File: config.mk
export PLATFORM = sky130hd
export DESIGN_NAME = ex_top
export DESIGN_NICKNAME = d
export VERILOG_FILES = /design/src/rtl/ex_pkg.sv /design/src/rtl/ex_top.sv /design/src/rtl/ex_sequencer.sv /design/src/rtl/ex_logic_unit.sv /design/src/rtl/ex_adder.sv
export SDC_FILE = /design/constraint.sdc
export NUM_CORES = 1
export LEC_CHECK = 0
export BUFFER_PORTS_ARGS = -buffer_cell sky130_fd_sc_hd__buf_2
export CAP_MARGIN = 20
export CORE_ASPECT_RATIO = 0.75
export CORE_MARGIN = 4
export CORE_UTILIZATION = 59
export CTS_CLUSTER_DIAMETER = 50
export DETAILED_ROUTE_END_ITERATION = 12
export PLACE_DENSITY_LB_ADDON = 0.15
export SYNTH_ARGS = -nofsm -noshare
export SYNTH_HDL_FRONTEND = slang
export SYNTH_SLANG_ARGS = --single-unit
File: constraint.sdc
create_clock -name clk -period 7.4 [get_ports clk]
set_clock_uncertainty 0.05 [all_clocks]
set_input_delay 0.74 -clock clk [delete_from_list [all_inputs] [get_ports clk]]
set_output_delay 0.74 -clock clk [all_outputs]
set_load 0.05 [all_outputs]
File: src/rtl/ex_pkg.sv
/* Widths are fixed by the 32-bit instruction set.
   Operation codes 5 to 7 are unused and give a zero result. */
package ex_pkg;

// ==============================
// Data path widths
// ==============================

// Operand and result width
localparam int xlen = 32;

// Register index width for 32 registers
localparam int reg_addr_width = 5;

// Width of the ALU operation code
localparam int alu_op_width = 3;

// ==============================
// ALU operation codes
// ==============================

// Arithmetic group goes through the adder
localparam logic [alu_op_width-1:0] alu_add = 3'd0;
localparam logic [alu_op_width-1:0] alu_sub = 3'd1;

// Bitwise group goes through the logic unit
localparam logic [alu_op_width-1:0] alu_and = 3'd2;
localparam logic [alu_op_width-1:0] alu_or  = 3'd3;
localparam logic [alu_op_width-1:0] alu_xor = 3'd4;

// Codes 5 to 7 are left free

endpackage
File: src/rtl/ex_top.sv
/* Latency is 2 cycles from accept to out_vld.
   A new operation is accepted only after the previous result is taken. */
`timescale 1ns/10ps

module ex_top (
    input  logic                              clk,
    input  logic                              rstz,
    // Decode side
    input  logic [ex_pkg::xlen-1:0]           op1,
    input  logic [ex_pkg::xlen-1:0]           op2,
    input  logic [ex_pkg::reg_addr_width-1:0] rs1,
    input  logic [ex_pkg::reg_addr_width-1:0] rs2,
    input  logic                              rs1_read,
    input  logic                              rs2_read,
    input  logic [ex_pkg::reg_addr_width-1:0] rd,
    input  logic                              rd_write,
    input  logic                              illegal,
    input  logic [ex_pkg::alu_op_width-1:0]   alu_op,
    input  logic                              in_vld,
    output logic                              in_rdy,
    // Writeback side
    output logic [ex_pkg::xlen-1:0]           result,
    output logic [ex_pkg::reg_addr_width-1:0] rd_out,
    output logic                              rd_write_out,
    output logic                              illegal_out,
    output logic                              out_vld,
    input  logic                              out_rdy,
    // Writeback forwarding
    input  logic [ex_pkg::xlen-1:0]           fwd_data,
    input  logic                              fwd_vld
);

// Resolved operands to both units
logic [ex_pkg::xlen-1:0] fwd_op1;
logic [ex_pkg::xlen-1:0] fwd_op2;

// Unit results back to the sequencer
logic [ex_pkg::xlen-1:0] sum;
logic [ex_pkg::xlen-1:0] logic_result;

// ==============================
// Sequencer
// ==============================

ex_sequencer u_sequencer (
    .clk          (clk),
    .rstz         (rstz),
    .op1          (op1),
    .op2          (op2),
    .rs1          (rs1),
    .rs2          (rs2),
    .rs1_read     (rs1_read),
    .rs2_read     (rs2_read),
    .rd           (rd),
    .rd_write     (rd_write),
    .illegal      (illegal),
    .alu_op       (alu_op),
    .in_vld       (in_vld),
    .in_rdy       (in_rdy),
    .result       (result),
    .rd_out       (rd_out),
    .rd_write_out (rd_write_out),
    .illegal_out  (illegal_out),
    .out_vld      (out_vld),
    .out_rdy      (out_rdy),
    .fwd_data     (fwd_data),
    .fwd_vld      (fwd_vld),
    .fwd_op1      (fwd_op1),
    .fwd_op2      (fwd_op2),
    .sum          (sum),
    .logic_result (logic_result)
);

// ==============================
// Functional units
// ==============================

// Both units see the raw decode opcode in the accept cycle
ex_adder u_adder (
    .clk     (clk),
    .fwd_op1 (fwd_op1),
    .fwd_op2 (fwd_op2),
    .alu_op  (alu_op),
    .sum     (sum)
);

ex_logic_unit u_logic_unit (
    .clk          (clk),
    .fwd_op1      (fwd_op1),
    .fwd_op2      (fwd_op2),
    .alu_op       (alu_op),
    .logic_result (logic_result)
);

endmodule

File: src/rtl/ex_sequencer.sv
/* Holds one operation at a time. Forwarding only covers a hazard on the
   operation accepted just before and only while fwd_vld is high. */
`timescale 1ns/10ps

module ex_sequencer (
    input  logic                              clk,
    input  logic                              rstz,
    // Decode side
    input  logic [ex_pkg::xlen-1:0]           op1,
    input  logic [ex_pkg::xlen-1:0]           op2,
    input  logic [ex_pkg::reg_addr_width-1:0] rs1,
    input  logic [ex_pkg::reg_addr_width-1:0] rs2,
    input  logic                              rs1_read,
    input  logic                              rs2_read,
    input  logic [ex_pkg::reg_addr_width-1:0] rd,
    input  logic                              rd_write,
    input  logic                              illegal,
    input  logic [ex_pkg::alu_op_width-1:0]   alu_op,
    input  logic                              in_vld,
    output logic                              in_rdy,
    // Writeback side
    output logic [ex_pkg::xlen-1:0]           result,
    output logic [ex_pkg::reg_addr_width-1:0] rd_out,
    output logic                              rd_write_out,
    output logic                              illegal_out,
    output logic                              out_vld,
    input  logic                              out_rdy,
    // Writeback forwarding
    input  logic [ex_pkg::xlen-1:0]           fwd_data,
    input  logic                              fwd_vld,
    // Functional units
    output logic [ex_pkg::xlen-1:0]           fwd_op1,
    output logic [ex_pkg::xlen-1:0]           fwd_op2,
    input  logic [ex_pkg::xlen-1:0]           sum,
    input  logic [ex_pkg::xlen-1:0]           logic_result
);

// Pending destination tracking
logic                              pending;
logic [ex_pkg::reg_addr_width-1:0] rpend;
logic                              rs1_hazard;
logic                              rs2_hazard;

// Operation code kept for the result select
logic [ex_pkg::alu_op_width-1:0] op_q;

// Input transfer strobe
logic accept;

// Sequencer state, low in ex1 and high in ex2
logic state;
logic next_state;

// ==============================
// Hazard and forwarding
// ==============================

// Source matches the destination still on its way to writeback
assign rs1_hazard = pending && rs1_read && (rs1 == rpend) && fwd_vld;
assign rs2_hazard = pending && rs2_read && (rs2 == rpend) && fwd_vld;

// Writeback value replaces the stale decoded operand
assign fwd_op1 = rs1_hazard ? fwd_data : op1;
assign fwd_op2 = rs2_hazard ? fwd_data : op2;

// ==============================
// Handshake
// ==============================

// New work only in ex1, and only once the old result is gone
assign in_rdy = !state && (!out_vld || out_rdy);
assign accept = in_vld && in_rdy;

// ==============================
// State machine
// ==============================

always_ff @(posedge clk or negedge rstz) begin
    if (!rstz) begin
        // Reset into ex1
        state <= 1'b0;
    end else begin
        state <= next_state;
    end
end

always_comb begin
    next_state = state;
    if (!state) begin
        // ex1 moves on once an operation is taken
        if (accept) begin
            next_state = 1'b1;
        end
    end else begin
        // ex2 lasts one cycle while the result is captured
        next_state = 1'b0;
    end
end

// ==============================
// Control and pending tracking
// ==============================

always_ff @(posedge clk or negedge rstz) begin
    if (!rstz) begin
        out_vld <= 1'b0;
        pending <= 1'b0;
        rpend   <= '0;
    end else if (!state) begin
        if (accept) begin
            // Previous result, if any, leaves on this same edge
            out_vld <= 1'b0;
            pending <= rd_write;
            rpend   <= rd;
        end else if (out_vld && out_rdy) begin
            out_vld <= 1'b0;
        end
    end else begin
        // Units have settled so the result goes out
        out_vld <= 1'b1;
    end
end

// ==============================
// Payload registers
// ==============================

// Control fields travel alongside the operation
always_ff @(posedge clk) begin
    if (accept) begin
        op_q         <= alu_op;
        rd_out       <= rd;
        rd_write_out <= rd_write;
        illegal_out  <= illegal;
    end
end

// Result select is written only in ex2 so it holds under back-pressure
always_ff @(posedge clk) begin
    if (state) begin
        case (op_q)
            ex_pkg::alu_add,
            ex_pkg::alu_sub: begin
                result <= sum;
            end
            ex_pkg::alu_and,
            ex_pkg::alu_or,
            ex_pkg::alu_xor: begin
                result <= logic_result;
            end
            default: begin
                result <= '0;
            end
        endcase
    end
end

endmodule

File: src/rtl/ex_logic_unit.sv
/* Result is registered on every clock edge from the operands present.
   Any code outside AND, OR and XOR registers zero. */
`timescale 1ns/10ps

module ex_logic_unit (
    input  logic                            clk,
    input  logic [ex_pkg::xlen-1:0]         fwd_op1,
    input  logic [ex_pkg::xlen-1:0]         fwd_op2,
    input  logic [ex_pkg::alu_op_width-1:0] alu_op,
    output logic [ex_pkg::xlen-1:0]         logic_result
);

// Bitwise candidates
logic [ex_pkg::xlen-1:0] r_and;
logic [ex_pkg::xlen-1:0] r_or;
logic [ex_pkg::xlen-1:0] r_xor;

// ==============================
// Bitwise functions
// ==============================

assign r_and = fwd_op1 & fwd_op2;
assign r_or  = fwd_op1 | fwd_op2;
assign r_xor = fwd_op1 ^ fwd_op2;

// ==============================
// Result register
// ==============================

// Only the selected function is kept for the second cycle
always_ff @(posedge clk) begin
    case (alu_op)
        ex_pkg::alu_and: begin
            logic_result <= r_and;
        end
        ex_pkg::alu_or: begin
            logic_result <= r_or;
        end
        ex_pkg::alu_xor: begin
            logic_result <= r_xor;
        end
        default: begin
            // Adder codes and free codes
            logic_result <= '0;
        end
    endcase
end

endmodule

File: src/rtl/ex_adder.sv
/* Operands are sampled on every clock edge and sum is valid in the cycle after.
   Subtraction is done as op1 + ~op2 + 1. */
`timescale 1ns/10ps

module ex_adder (
    input  logic                          clk,
    input  logic [ex_pkg::xlen-1:0]       fwd_op1,
    input  logic [ex_pkg::xlen-1:0]       fwd_op2,
    input  logic [ex_pkg::alu_op_width-1:0] alu_op,
    output logic [ex_pkg::xlen-1:0]       sum
);

// Split of the operands into halves
logic [ex_pkg::xlen/2-1:0] a_lo;
logic [ex_pkg::xlen/2-1:0] a_hi;
logic [ex_pkg::xlen/2-1:0] b_lo;
logic [ex_pkg::xlen/2-1:0] b_hi;

// Second operand after optional inversion
logic [ex_pkg::xlen-1:0] operand_b;
logic                    carry_in;

// First stage registers
logic [ex_pkg::xlen/2-1:0] low_sum;
logic                      low_carry;
logic [ex_pkg::xlen/2-1:0] high_sum0;
logic [ex_pkg::xlen/2-1:0] high_sum1;

// ==============================
// Operand preparation
// ==============================

// Subtract injects a carry and flips op2
assign carry_in  = (alu_op == ex_pkg::alu_sub);
assign operand_b = carry_in ? ~fwd_op2 : fwd_op2;

assign a_lo = fwd_op1[ex_pkg::xlen/2-1:0];
assign a_hi = fwd_op1[ex_pkg::xlen-1:ex_pkg::xlen/2];
assign b_lo = operand_b[ex_pkg::xlen/2-1:0];
assign b_hi = operand_b[ex_pkg::xlen-1:ex_pkg::xlen/2];

// ==============================
// Stage one
// ==============================

always_ff @(posedge clk) begin
    // Low half with its carry out
    {low_carry, low_sum} <= {1'b0, a_lo} + {1'b0, b_lo}
                            + {{(ex_pkg::xlen/2){1'b0}}, carry_in};
    // Both candidates for the high half
    // Carry out of bit 31 is dropped, result wraps modulo 2^32
    high_sum0 <= a_hi + b_hi;
    high_sum1 <= a_hi + b_hi + {{(ex_pkg::xlen/2-1){1'b0}}, 1'b1};
end

// ==============================
// Stage two
// ==============================

// Stored low carry picks the high half
assign sum = {(low_carry ? high_sum1 : high_sum0), low_sum};

endmodule

==> flow_metrics.py, run 1 <==
metrics = {
    "outcome": {
        "outcome": "complete, no violations",
    },
    "global_route": {
        "met1_usage": 0.366,
        "grt_util_met2": 0.397,
        "grt_pass1_wl_microns": 31700,
        "grt_max_degree": 65,
        "grt_antenna_before_repair": 0,
        "grt-busiest-layer": "met2",
        "first_global_vias": 6253,
        "global_route.usage.met3": 0.0479,
        "track_usage": 0.257,
        "gr-total-overflow": 0,
    },
    "worst_setup_path": {
        "required_ps": 7650,
        "reg2reg_slack_ps": 2520,
        "crit_fanout": 10,
        "crit_path_end_kind": "register",
        "critPathCapture": "u_adder.high_sum1[12]$_DFF_P_",
        "cp.arrival_ps": 5130,
        "rr_startpoint": "u_sequencer.rpend[1]$_DFFE_PN0P_",
        "start_kind": "register",
        "rr_endpoint": "u_adder.high_sum1[12]$_DFF_P_",
        "r2r_cells": 15,
        "path_class": "register to register",
        "startpoint": "u_sequencer.rpend[1]$_DFFE_PN0P_",
    },
    "synthesis": {
        "avgSynthCellArea_sq_um": 9.67,
        "synth_edf_count": 42,
        "synth_area_leaders": "dfxtp_1 20%, edfxtp_1 15%, ha_1 15%",
        "synth_compound_area_frac": 0.133,
        "yosysTopAreaCell": "dfxtp_1",
        "ys_types": 51,
        "yosys.area_share.adder": 0.150,
        "synth.ff_latch_count": 131,
        "synth_top_family_by_area": "adder cells",
        "synth_top_area_frac": 0.198,
        "synth.area.mux_share": 0.108,
        "synth-simple-area-share": 0.0928,
        "synth_xor_area_frac": 0.0855,
        "yosys_warnings": 0,
        "syn-cell-area_sq_um": 8190,
        "seq_area_frac_synth": 0.376,
        "async_reset_ff_frac": 0.0611,
        "synthFlopType": "dfxtp_1",
        "synth_cells": 847,
        "syn-num-nets": 1067,
    },
    "sta": {
        "relSlewSlack": 0.268,
        "tightestPinTransition_ps": 1100,
        "setup_tns_ps": 0,
        "rsz0062_at_grt": "false",
        "slew_viol_final": 0,
        "final_hold_viol_count": 0,
        "fmax_mhz": 205,
        "setup-violations-final": 0,
        "finalCritPeriodShare": 0.659,
        "period_minus_slack_ps": 4880,
    },
    "placed_design": {
        "gp_congestion": 0.939,
        "io_buffers": 163,
        "place_hpwl_microns": 14300,
        "place_inst": 1154,
    },
    "die": {
        "core_area_sq_um": 13300,
        "start_util": 0.617,
        "dieArea_sq_um": 15900,
        "die_w_microns": 144,
        "ioPinCount": 164,
        "die_y_microns": 110,
        "rows": 36,
    },
    "power": {
        "pwr-share-comb": 0.252,
        "peakVddDrop_v": 0.000173,
        "switching_power_mw": 0.730,
        "sw_frac_of_total": 0.301,
        "power.density_nw_per_um2": 248,
        "power_frac_clock": 0.365,
        "p_int_mw": 1.69,
        "power_frac_seq": 0.382,
        "p_total_mw": 2.42,
        "power.leakage_nw": 4.91,
    },
    "finish": {
        "n_antenna_cell": 0,
        "fillers": 965,
        "fin_nets": 1222,
        "multiInputGateArea_sq_um": 4680,
        "layout_common_cells": "163 x buf_2, 95 x ha_1, 83 x inv_1, 81 x dfxtp_1",
        "final_cells": 1186,
        "drive_gt1_frac": 0.228,
        "area_delta_synth_final_pct": 19.5,
        "regArea_sq_um": 3080,
        "final_common_cell": "buf_2",
    },
    "hold_path": {
        "hp-class": "input pin to asynchronous set/reset pin",
    },
    "clocking": {
        "htreeDepth": 4,
        "clockBufferDepth": 2,
        "post_cts_buffers": 0,
        "clock_latency_ps": 420,
        "cts.clk_slew.worst_paths_ps": 60,
        "numCtsBuffers": 17,
        "ctsResizeCount": 0,
        "ctsHoldBuffers": 0,
        "cts_tree": "done",
        "numClockSinks": 131,
        "cts-root-buf": "clkbuf_16",
    },
    "route": {
        "via_per_inst": 5.51,
        "wl_per_cell_microns": 16.9,
        "via_count": 6533,
        "drt-total-wl_microns": 20000,
        "drtIter0Drc": 471,
        "antenna_left": 0,
        "firstDrtPassIters": 5,
        "drc": 0,
    },
    "run": {
        "drv_cap": 0,
    },
}
==> sequential cells by signal (all words and copies together), names as in the netlist <==
register                   cells
u_adder.low_sum               16
u_sequencer.rd_out             5
u_sequencer.result            32
u_sequencer.pending            1
u_adder.low_carry              1
u_logic_unit.logic_result     32
u_sequencer.rpend              5
u_sequencer.out_vld            1
u_adder.high_sum0             16
u_sequencer.state              1
u_sequencer.illegal_out        1
u_sequencer.rd_write_out       1
u_adder.high_sum1             16
u_sequencer.op_q               3
==> cell usage after synthesis (all sizes together), types with 2 or more instances <==
cell type,count
ha,95
inv,83
dfxtp,81
nand2,72
a21oi,70
mux2i,66
xnor2,56
nor2,54
edfxtp,42
a22o,32
clkbuf,25
xor2,24
mux2,20
o22ai,16
buf,11
nand3,9
o21ai,9
dfrtp,8
a21o,7
nor2b,6
o21a,6
a21boi,5
and3,5
nor3,5
a31o,4
nand4,4
a211oi,3
and2,3
a2111oi,2
a31oi,2
fa,2
nand3b,2
nor3b,2
nor4,2
o21bai,2
o31ai,2
or4,2
==> worst max-delay path, stage by stage (launching register included) <==
cell,delay [ps]
dfrtp_1,420
xor2_1,200
nor4_4,360
nand2_2,300
mux2_2,390
ha_1,230
fa_1,400
a21o_1,190
a21oi_1,210
nor2b_1,110
o31ai_1,380
a21boi_1,430
nand4_1,170
or4_1,550
nand3b_1,200
xnor2_1,150
==> cell type report <==
class                   instances  share of cell area
clock buffers                  22              0.0474
clock inverters                10              0.0160
well taps                     171              0.0219
repair buffers                172              0.0902
multi-input cells             597               0.478
flip-flops and latches        131               0.315
inverters                      83              0.0318
==> worst min path at each step <==
| stage | from | endpoint |
|---|---|---|
| floorplan | rstz | u_sequencer.out_vld$_DFFE_PN0P_ |
| global placement | u_sequencer.state$_DFF_PN0_ | u_sequencer.out_vld$_DFFE_PN0P_ |
| detailed placement | u_sequencer.state$_DFF_PN0_ | u_sequencer.out_vld$_DFFE_PN0P_ |
| CTS | rstz | u_sequencer.rpend[3]$_DFFE_PN0P_ |
| global route | rstz | u_sequencer.out_vld$_DFFE_PN0P_ |
| finish | rstz | u_sequencer.out_vld$_DFFE_PN0P_ |
==> stage by stage <==
stage | cell area [sq um] | setup slack (ps) | hold slack, ps | utilization
floorplan | 8190 | 2460 | 394 | -
global placement | 9170 | 2300 | 429 | 0.690
detailed placement | 9170 | 2140 | 453 | 0.690
CTS | 9790 | 2560 | 99.0 | 0.737
global route | 9790 | 2180 | 104 | 0.737
finish | 9790 | 2520 | 110 | 0.737
==> kinds of logic after synthesis <==
logic type | count (synthesis)
AND/OR/NAND/NOR | 169
AO/OA/AOI/OAI | 165
flip-flops | 131
buffers and inverters | 119
adder cells (fa/ha/maj) | 97
multiplexers | 86
XOR/XNOR | 80
==> power groups by stage <==
stage	logic [mW]	registers, mW	clock network, mW
finish	0.612	0.927	0.885
global placement	0.586	0.937	0
CTS	0.608	0.926	0.887
detailed placement	0.599	0.939	0
floorplan	0.376	1.00	0
global route	0.672	0.937	0.925
==> routing by layer <==
layer | up-vias | routed length, microns
met5 | - | 0
met4 | 0 | 260
met3 | 30 | 1410
met2 | 259 | 8710
met1 | 3003 | 9610
li1 | 3241 | -
Power figures use the tool's default switching activity.
==> run 2: changes to the inputs <==
--- a/config.mk
+++ b/config.mk
@@ -9,7 +9,7 @@
 export CAP_MARGIN = 20
 export CORE_ASPECT_RATIO = 0.75
 export CORE_MARGIN = 4
-export CORE_UTILIZATION = 59
+export CORE_UTILIZATION = 51
 export CTS_CLUSTER_DIAMETER = 50
 export DETAILED_ROUTE_END_ITERATION = 12
 export PLACE_DENSITY_LB_ADDON = 0.15
==> constraint.sdc (replaced) <==
create_clock -name clk -period 4.01 [get_ports clk]
set_clock_uncertainty 0.05 [all_clocks]
set_input_delay 0.401 -clock clk [delete_from_list [all_inputs] [get_ports clk]]
set_output_delay 0.401 -clock clk [all_outputs]
set_load 0.05 [all_outputs]
==> flow_metrics.py, run 2 (synthesized netlist as in run 1, its figures left out) <==
metrics = {
    "outcome": {
        "outcome": "complete, but fails checks",
        "violations": "negative setup slack",
    },
    "finish": {
        "n_antenna_cell": 0,
        "final_cells": 1324,
        "multiInputGateArea_sq_um": 4970,
        "regArea_sq_um": 3080,
        "fillers": 1173,
        "drive_gt1_frac": 0.338,
        "fin_nets": 1326,
        "area_delta_synth_final_pct": 33.3,
        "top_regs": "u_logic_unit.logic_result (32), u_sequencer.result (32)",
        "layout_common_cells": "163 x buf_2, 107 x buf_4, 93 x ha_1, 82 x inv_1, 81 x dfxtp_1",
        "final_common_cell": "buf_2",
    },
    "route": {
        "via_per_inst": 5.16,
        "wl_per_cell_microns": 15.8,
        "antenna_left": 0,
        "drtIter0Drc": 359,
        "drc": 0,
        "firstDrtPassIters": 4,
        "via_count": 6833,
        "drt-total-wl_microns": 20900,
    },
    "sta": {
        "fmax_mhz": 244,
        "setup-violations-final": 5,
        "fin_ws_ps": -84.3,
        "rsz0062_at_grt": "true",
        "relSlewSlack": 0.242,
        "slew_viol_final": 0,
        "finalCritPeriodShare": 1.02,
        "tightestPinTransition_ps": 1140,
        "final_hold_viol_count": 0,
        "period_minus_slack_ps": 4090,
        "holdWs_ps": 109,
    },
    "die": {
        "rows": 39,
        "dieArea_sq_um": 18200,
        "ioPinCount": 164,
        "core_area_sq_um": 15500,
        "die_w_microns": 154,
        "start_util": 0.530,
        "die_y_microns": 118,
    },
    "global_route": {
        "first_global_vias": 6515,
        "grt_antenna_before_repair": 0,
        "grt_pass1_wl_microns": 33200,
        "gr-total-overflow": 0,
        "grt_max_degree": 65,
        "track_usage": 0.227,
    },
    "power": {
        "p_total_mw": 4.66,
        "peakVddDrop_v": 0.000337,
        "power.density_nw_per_um2": 426,
        "power.leakage_nw": 5.45,
    },
    "clocking": {
        "clockBufferDepth": 2,
        "cts.clk_slew.worst_paths_ps": 60,
        "numCtsBuffers": 17,
        "cts-root-buf": "clkbuf_16",
        "numClockSinks": 131,
        "clock_latency_ps": 420,
        "htreeDepth": 4,
        "cts_tree": "done",
    },
    "worst_setup_path": {
        "crit_path_end_kind": "register",
        "required_ps": 4270,
        "rr_endpoint": "u_adder.high_sum1[12]$_DFF_P_",
        "reg2reg_slack_ps": -80,
        "cp.arrival_ps": 4350,
        "start_kind": "register",
        "r2r_cells": 17,
        "crit_fanout": 6,
        "path_class": "register to register",
        "rr_startpoint": "u_sequencer.rpend[3]$_DFFE_PN0P_",
    },
    "placed_design": {
        "place_hpwl_microns": 14700,
        "io_buffers": 163,
        "dp_slack_ps": -368,
        "gp_congestion": 0.878,
        "place_inst": 1264,
    },
    "hold_path": {
        "holdPathStages": 1,
        "hold_end": "u_sequencer.illegal_out$_DFFE_PP_",
        "hp-class": "input pin to register",
        "hold_start": "illegal",
    },
    "run": {
        "drv_cap": 0,
    },
}
[run 2: changes by cell type in the layout (fill, tap and decap cells not counted), sizes merged]
cell         before  now
dlygate4sd3       0    1
clkinv            3    7
buf             172  275
clkbuf           22   19
clkinvlp          3    2
[run 2: area by class of cell]
| type | count | share of cell area |
|---|---|---|
| clock buffers | 19 | 0.0396 |
| flip-flops and latches | 131 | 0.282 |
| repair buffers | 276 | 0.156 |
| clock inverters | 13 | 0.0151 |
| well taps | 205 | 0.0235 |
| inverters | 83 | 0.0285 |
| multi-input cells | 597 | 0.455 |
[run 2: metrics by stage]
step | instance area (sq um) | TNS, ps | util
finish | 10900 | -204 | 0.706
global route | 10900 | -1370 | 0.706
CTS | 10600 | -194 | 0.686
detailed placement | 9850 | -2330 | 0.637
global placement | 9850 | -1110 | 0.637
floorplan | 8280 | -239 | -
[run 2: per-layer routing]
layer | share of wire | GRT usage
met1 | 0.50 | 0.332
met4 | 0.015 | 0.0623
met2 | 0.44 | 0.347
met5 | 0 | 0
met3 | 0.049 | 0.0401
[run 2: repair_timing]
action	CTS	global route
pin swaps	11	27
endpoints found under the setup margin	10	17
resized for setup	16	39
endpoints found under the hold margin	8	0
hold buffers	1	0
setup buffers	13	14
[run 2: worst max-delay path by stage]
stage                                          to  slack [ps]                              from
CTS                 u_adder.high_sum1[12]$_DFF_P_         -80  u_sequencer.rpend[3]$_DFFE_PN0P_
global route        u_adder.high_sum1[15]$_DFF_P_        -220  u_sequencer.rpend[3]$_DFFE_PN0P_
finish              u_adder.high_sum1[12]$_DFF_P_         -80  u_sequencer.rpend[3]$_DFFE_PN0P_
detailed placement      u_adder.low_carry$_DFF_P_        -370                            rs2[2]
global placement    u_adder.high_sum1[12]$_DFF_P_        -200                            rs2[2]
floorplan           u_adder.high_sum1[12]$_DFF_P_        -120                            rs2[2]
[run 2: critical path: stages (launching register included)]
cell and delay [ps]:
dfrtp_1 400, xor2_1 180, nor4_4 360, nand2_2 120, buf_6 160, buf_4 180, mux2i_4 210, xnor2_2 140
ha_1 320, a21oi_2 170, o21bai_1 120, a31o_2 280, a21o_1 210, xor2_2 150, nand2_1 100, or4_4 500
nand3b_1 190, xnor2_1 130
[run 2: power breakdown]
group	internal, mW	total (mW)	switching [mW]	leakage (nW)
registers	1.62	1.71	0.0843	1.18
logic	0.612	1.37	0.760	3.99
clock network	1.03	1.58	0.553	0.287
total	3.26	4.66	1.40	5.45
==> run 3: changes to the inputs <==
--- a/config.mk
+++ b/config.mk
@@ -5,10 +5,10 @@
 export SDC_FILE = /design/constraint.sdc
 export NUM_CORES = 1
 export LEC_CHECK = 0
-export BUFFER_PORTS_ARGS = -buffer_cell sky130_fd_sc_hd__buf_2
+export BUFFER_PORTS_ARGS = -buffer_cell sky130_fd_sc_hd__clkbuf_2
 export CAP_MARGIN = 20
 export CORE_ASPECT_RATIO = 0.75
-export CORE_MARGIN = 4
+export CORE_MARGIN = 2
 export CORE_UTILIZATION = 51
 export CTS_CLUSTER_DIAMETER = 50
 export DETAILED_ROUTE_END_ITERATION = 12
==> flow_metrics.py, run 3 (synthesized netlist as in run 1, its figures left out) <==
metrics = {
    "route": {
        "drc": 0,
        "firstDrtPassIters": 5,
        "wl_per_cell_microns": 15.6,
        "via_count": 6768,
        "drt-total-wl_microns": 20600,
        "drtIter0Drc": 394,
        "via_per_inst": 5.13,
        "antenna_left": 0,
    },
    "worst_setup_path": {
        "crit_fanout": 7,
        "required_ps": 4260,
        "path_class": "register to register",
        "cp.arrival_ps": 4320,
        "start_kind": "register",
        "crit_path_end_kind": "register",
    },
    "global_route": {
        "gr-total-overflow": 0,
        "track_usage": 0.243,
        "grt_max_degree": 65,
        "first_global_vias": 6398,
        "grt_antenna_before_repair": 0,
        "grt_pass1_wl_microns": 32400,
    },
    "sta": {
        "relSlewSlack": 0.288,
        "slew_viol_final": 0,
        "setup-violations-final": 4,
        "fmax_mhz": 246,
        "setup_tns_ps": -134,
        "period_minus_slack_ps": 4070,
        "tightestPinTransition_ps": 1070,
        "finalCritPeriodShare": 1.02,
        "rsz0062_at_grt": "true",
        "fin_ws_ps": -60.2,
        "final_hold_viol_count": 0,
    },
    "power": {
        "power.density_nw_per_um2": 418,
        "p_int_mw": 3.10,
        "pwr-share-comb": 0.308,
        "sw_frac_of_total": 0.316,
        "power.leakage_nw": 5.41,
        "switching_power_mw": 1.43,
        "peakVddDrop_v": 0.000229,
        "power_frac_clock": 0.316,
        "power_frac_seq": 0.376,
        "p_total_mw": 4.54,
    },
    "hold_path": {
        "hp-class": "input pin to register",
    },
    "run": {
        "drv_cap": 0,
    },
    "finish": {
        "final_common_cell": "clkbuf_2",
        "multiInputGateArea_sq_um": 5020,
        "layout_common_cells": "163 x clkbuf_2, 97 x buf_4, 91 x ha_1, 83 x inv_1, 81 x dfxtp_1",
        "drive_gt1_frac": 0.335,
        "area_delta_synth_final_pct": 32.5,
        "n_antenna_cell": 0,
        "regArea_sq_um": 3080,
        "fin_nets": 1317,
        "fillers": 1265,
        "top_regs": "u_logic_unit.logic_result (32), u_sequencer.result (32)",
    },
    "die": {
        "core_area_sq_um": 15900,
        "die_w_microns": 150,
        "ioPinCount": 164,
        "dieArea_sq_um": 17100,
        "rows": 40,
        "start_util": 0.516,
        "die_y_microns": 114,
    },
    "placed_design": {
        "dp_slack_ps": -404,
        "place_hpwl_microns": 14700,
        "gp_congestion": 0.878,
        "io_buffers": 163,
    },
    "clocking": {
        "numClockSinks": 131,
        "cts-root-buf": "clkbuf_16",
        "clockBufferDepth": 2,
        "cts.clk_slew.worst_paths_ps": 60,
        "cts_tree": "done",
        "htreeDepth": 4,
        "numCtsBuffers": 17,
        "clock_latency_ps": 420,
    },
    "outcome": {
        "violations": "negative setup slack",
        "outcome": "complete, but fails checks",
    },
}
run 3: changes by cell type in the layout (fill, tap and decap cells not counted), sizes merged:
cell	delta
buf	-172
bufinv	-3
clkbuf	+165
clkinv	-1
clkinvlp	+2
run 3: timing repair:
item	4_1_cts	5_1_grt
hold buffers	1	0
pin swaps	19	22
resized for setup	17	43
endpoints found under the hold margin	8	0
setup buffers	17	8
setup endpoints to repair	11	18
run 3: stage by stage:
| stage | instance area [sq um] | instances | utilization | hold slack [ps] |
|---|---|---|---|---|
| floorplan | 8280 | 847 | - | 55.4 |
| global placement | 9830 | 1262 | 0.620 | 213 |
| detailed placement | 9830 | 1262 | 0.620 | 213 |
| CTS | 10600 | 1311 | 0.666 | 112 |
| global route | 10900 | 1320 | 0.684 | 111 |
| finish | 10900 | 1320 | 0.684 | 125 |
run 3: metal layers:
layer,part of all wire,global-route usage,vias to the layer above
met3,0.044,0.0392,13
met4,0.0092,0.0541,0
met1,0.51,0.357,3129
met5,0,0,-
met2,0.44,0.376,196
li1,-,-,3430
run 3: layout make-up:
class | instances | area share
clock buffers | 21 | 0.0415
clock inverters | 11 | 0.00818
inverters | 83 | 0.0287
multi-input cells | 597 | 0.462
flip-flops and latches | 131 | 0.284
well taps | 210 | 0.0242
repair buffers | 267 | 0.151
run 3: worst paths after layout:
check / start / to / slack, ps / depth (start not counted)
max in group asynchronous: rstz / u_sequencer.pending$_DFFE_PN0P_ / 3380 / 2
max reg2reg: u_sequencer.rpend[1]$_DFFE_PN0P_ / u_adder.high_sum1[14]$_DFF_P_ / -60 / 17
max: u_sequencer.rpend[1]$_DFFE_PN0P_ / u_adder.high_sum1[14]$_DFF_P_ / -60 / 17
min: rd[2] / u_sequencer.rd_out[2]$_DFFE_PP_ / 120 / 1
min in group asynchronous: rstz / u_sequencer.rpend[1]$_DFFE_PN0P_ / 340 / 2
min reg2reg: u_sequencer.pending$_DFFE_PN0P_ / u_sequencer.pending$_DFFE_PN0P_ / 490 / 1
run 3: critical path, cell delays in order (launching register included):
cell and delay, ps:
dfrtp_1 400, xor2_1 160, nor4_2 380, nand2_2 110, buf_8 160, mux2i_4 190
xnor2_2 200, ha_1 270, a21o_1 170, a21oi_2 160, o21bai_2 90, a31o_2 280
a21o_1 220, xor2_2 180, nand2_1 110, or4_4 500, nand3b_1 190, xnor2_1 130
run 3: power groups by stage:
| stage | logic, mW | registers, mW | clock network (mW) |
|---|---|---|---|
| final | 1.40 | 1.71 | 1.44 |
| after CTS | 1.31 | 1.71 | 1.44 |
| after floorplan | 0.709 | 1.85 | 0 |
| after global placement | 1.24 | 1.73 | 0 |
| after detailed placement | 1.25 | 1.73 | 0 |
| after global routing | 1.53 | 1.73 | 1.51 |
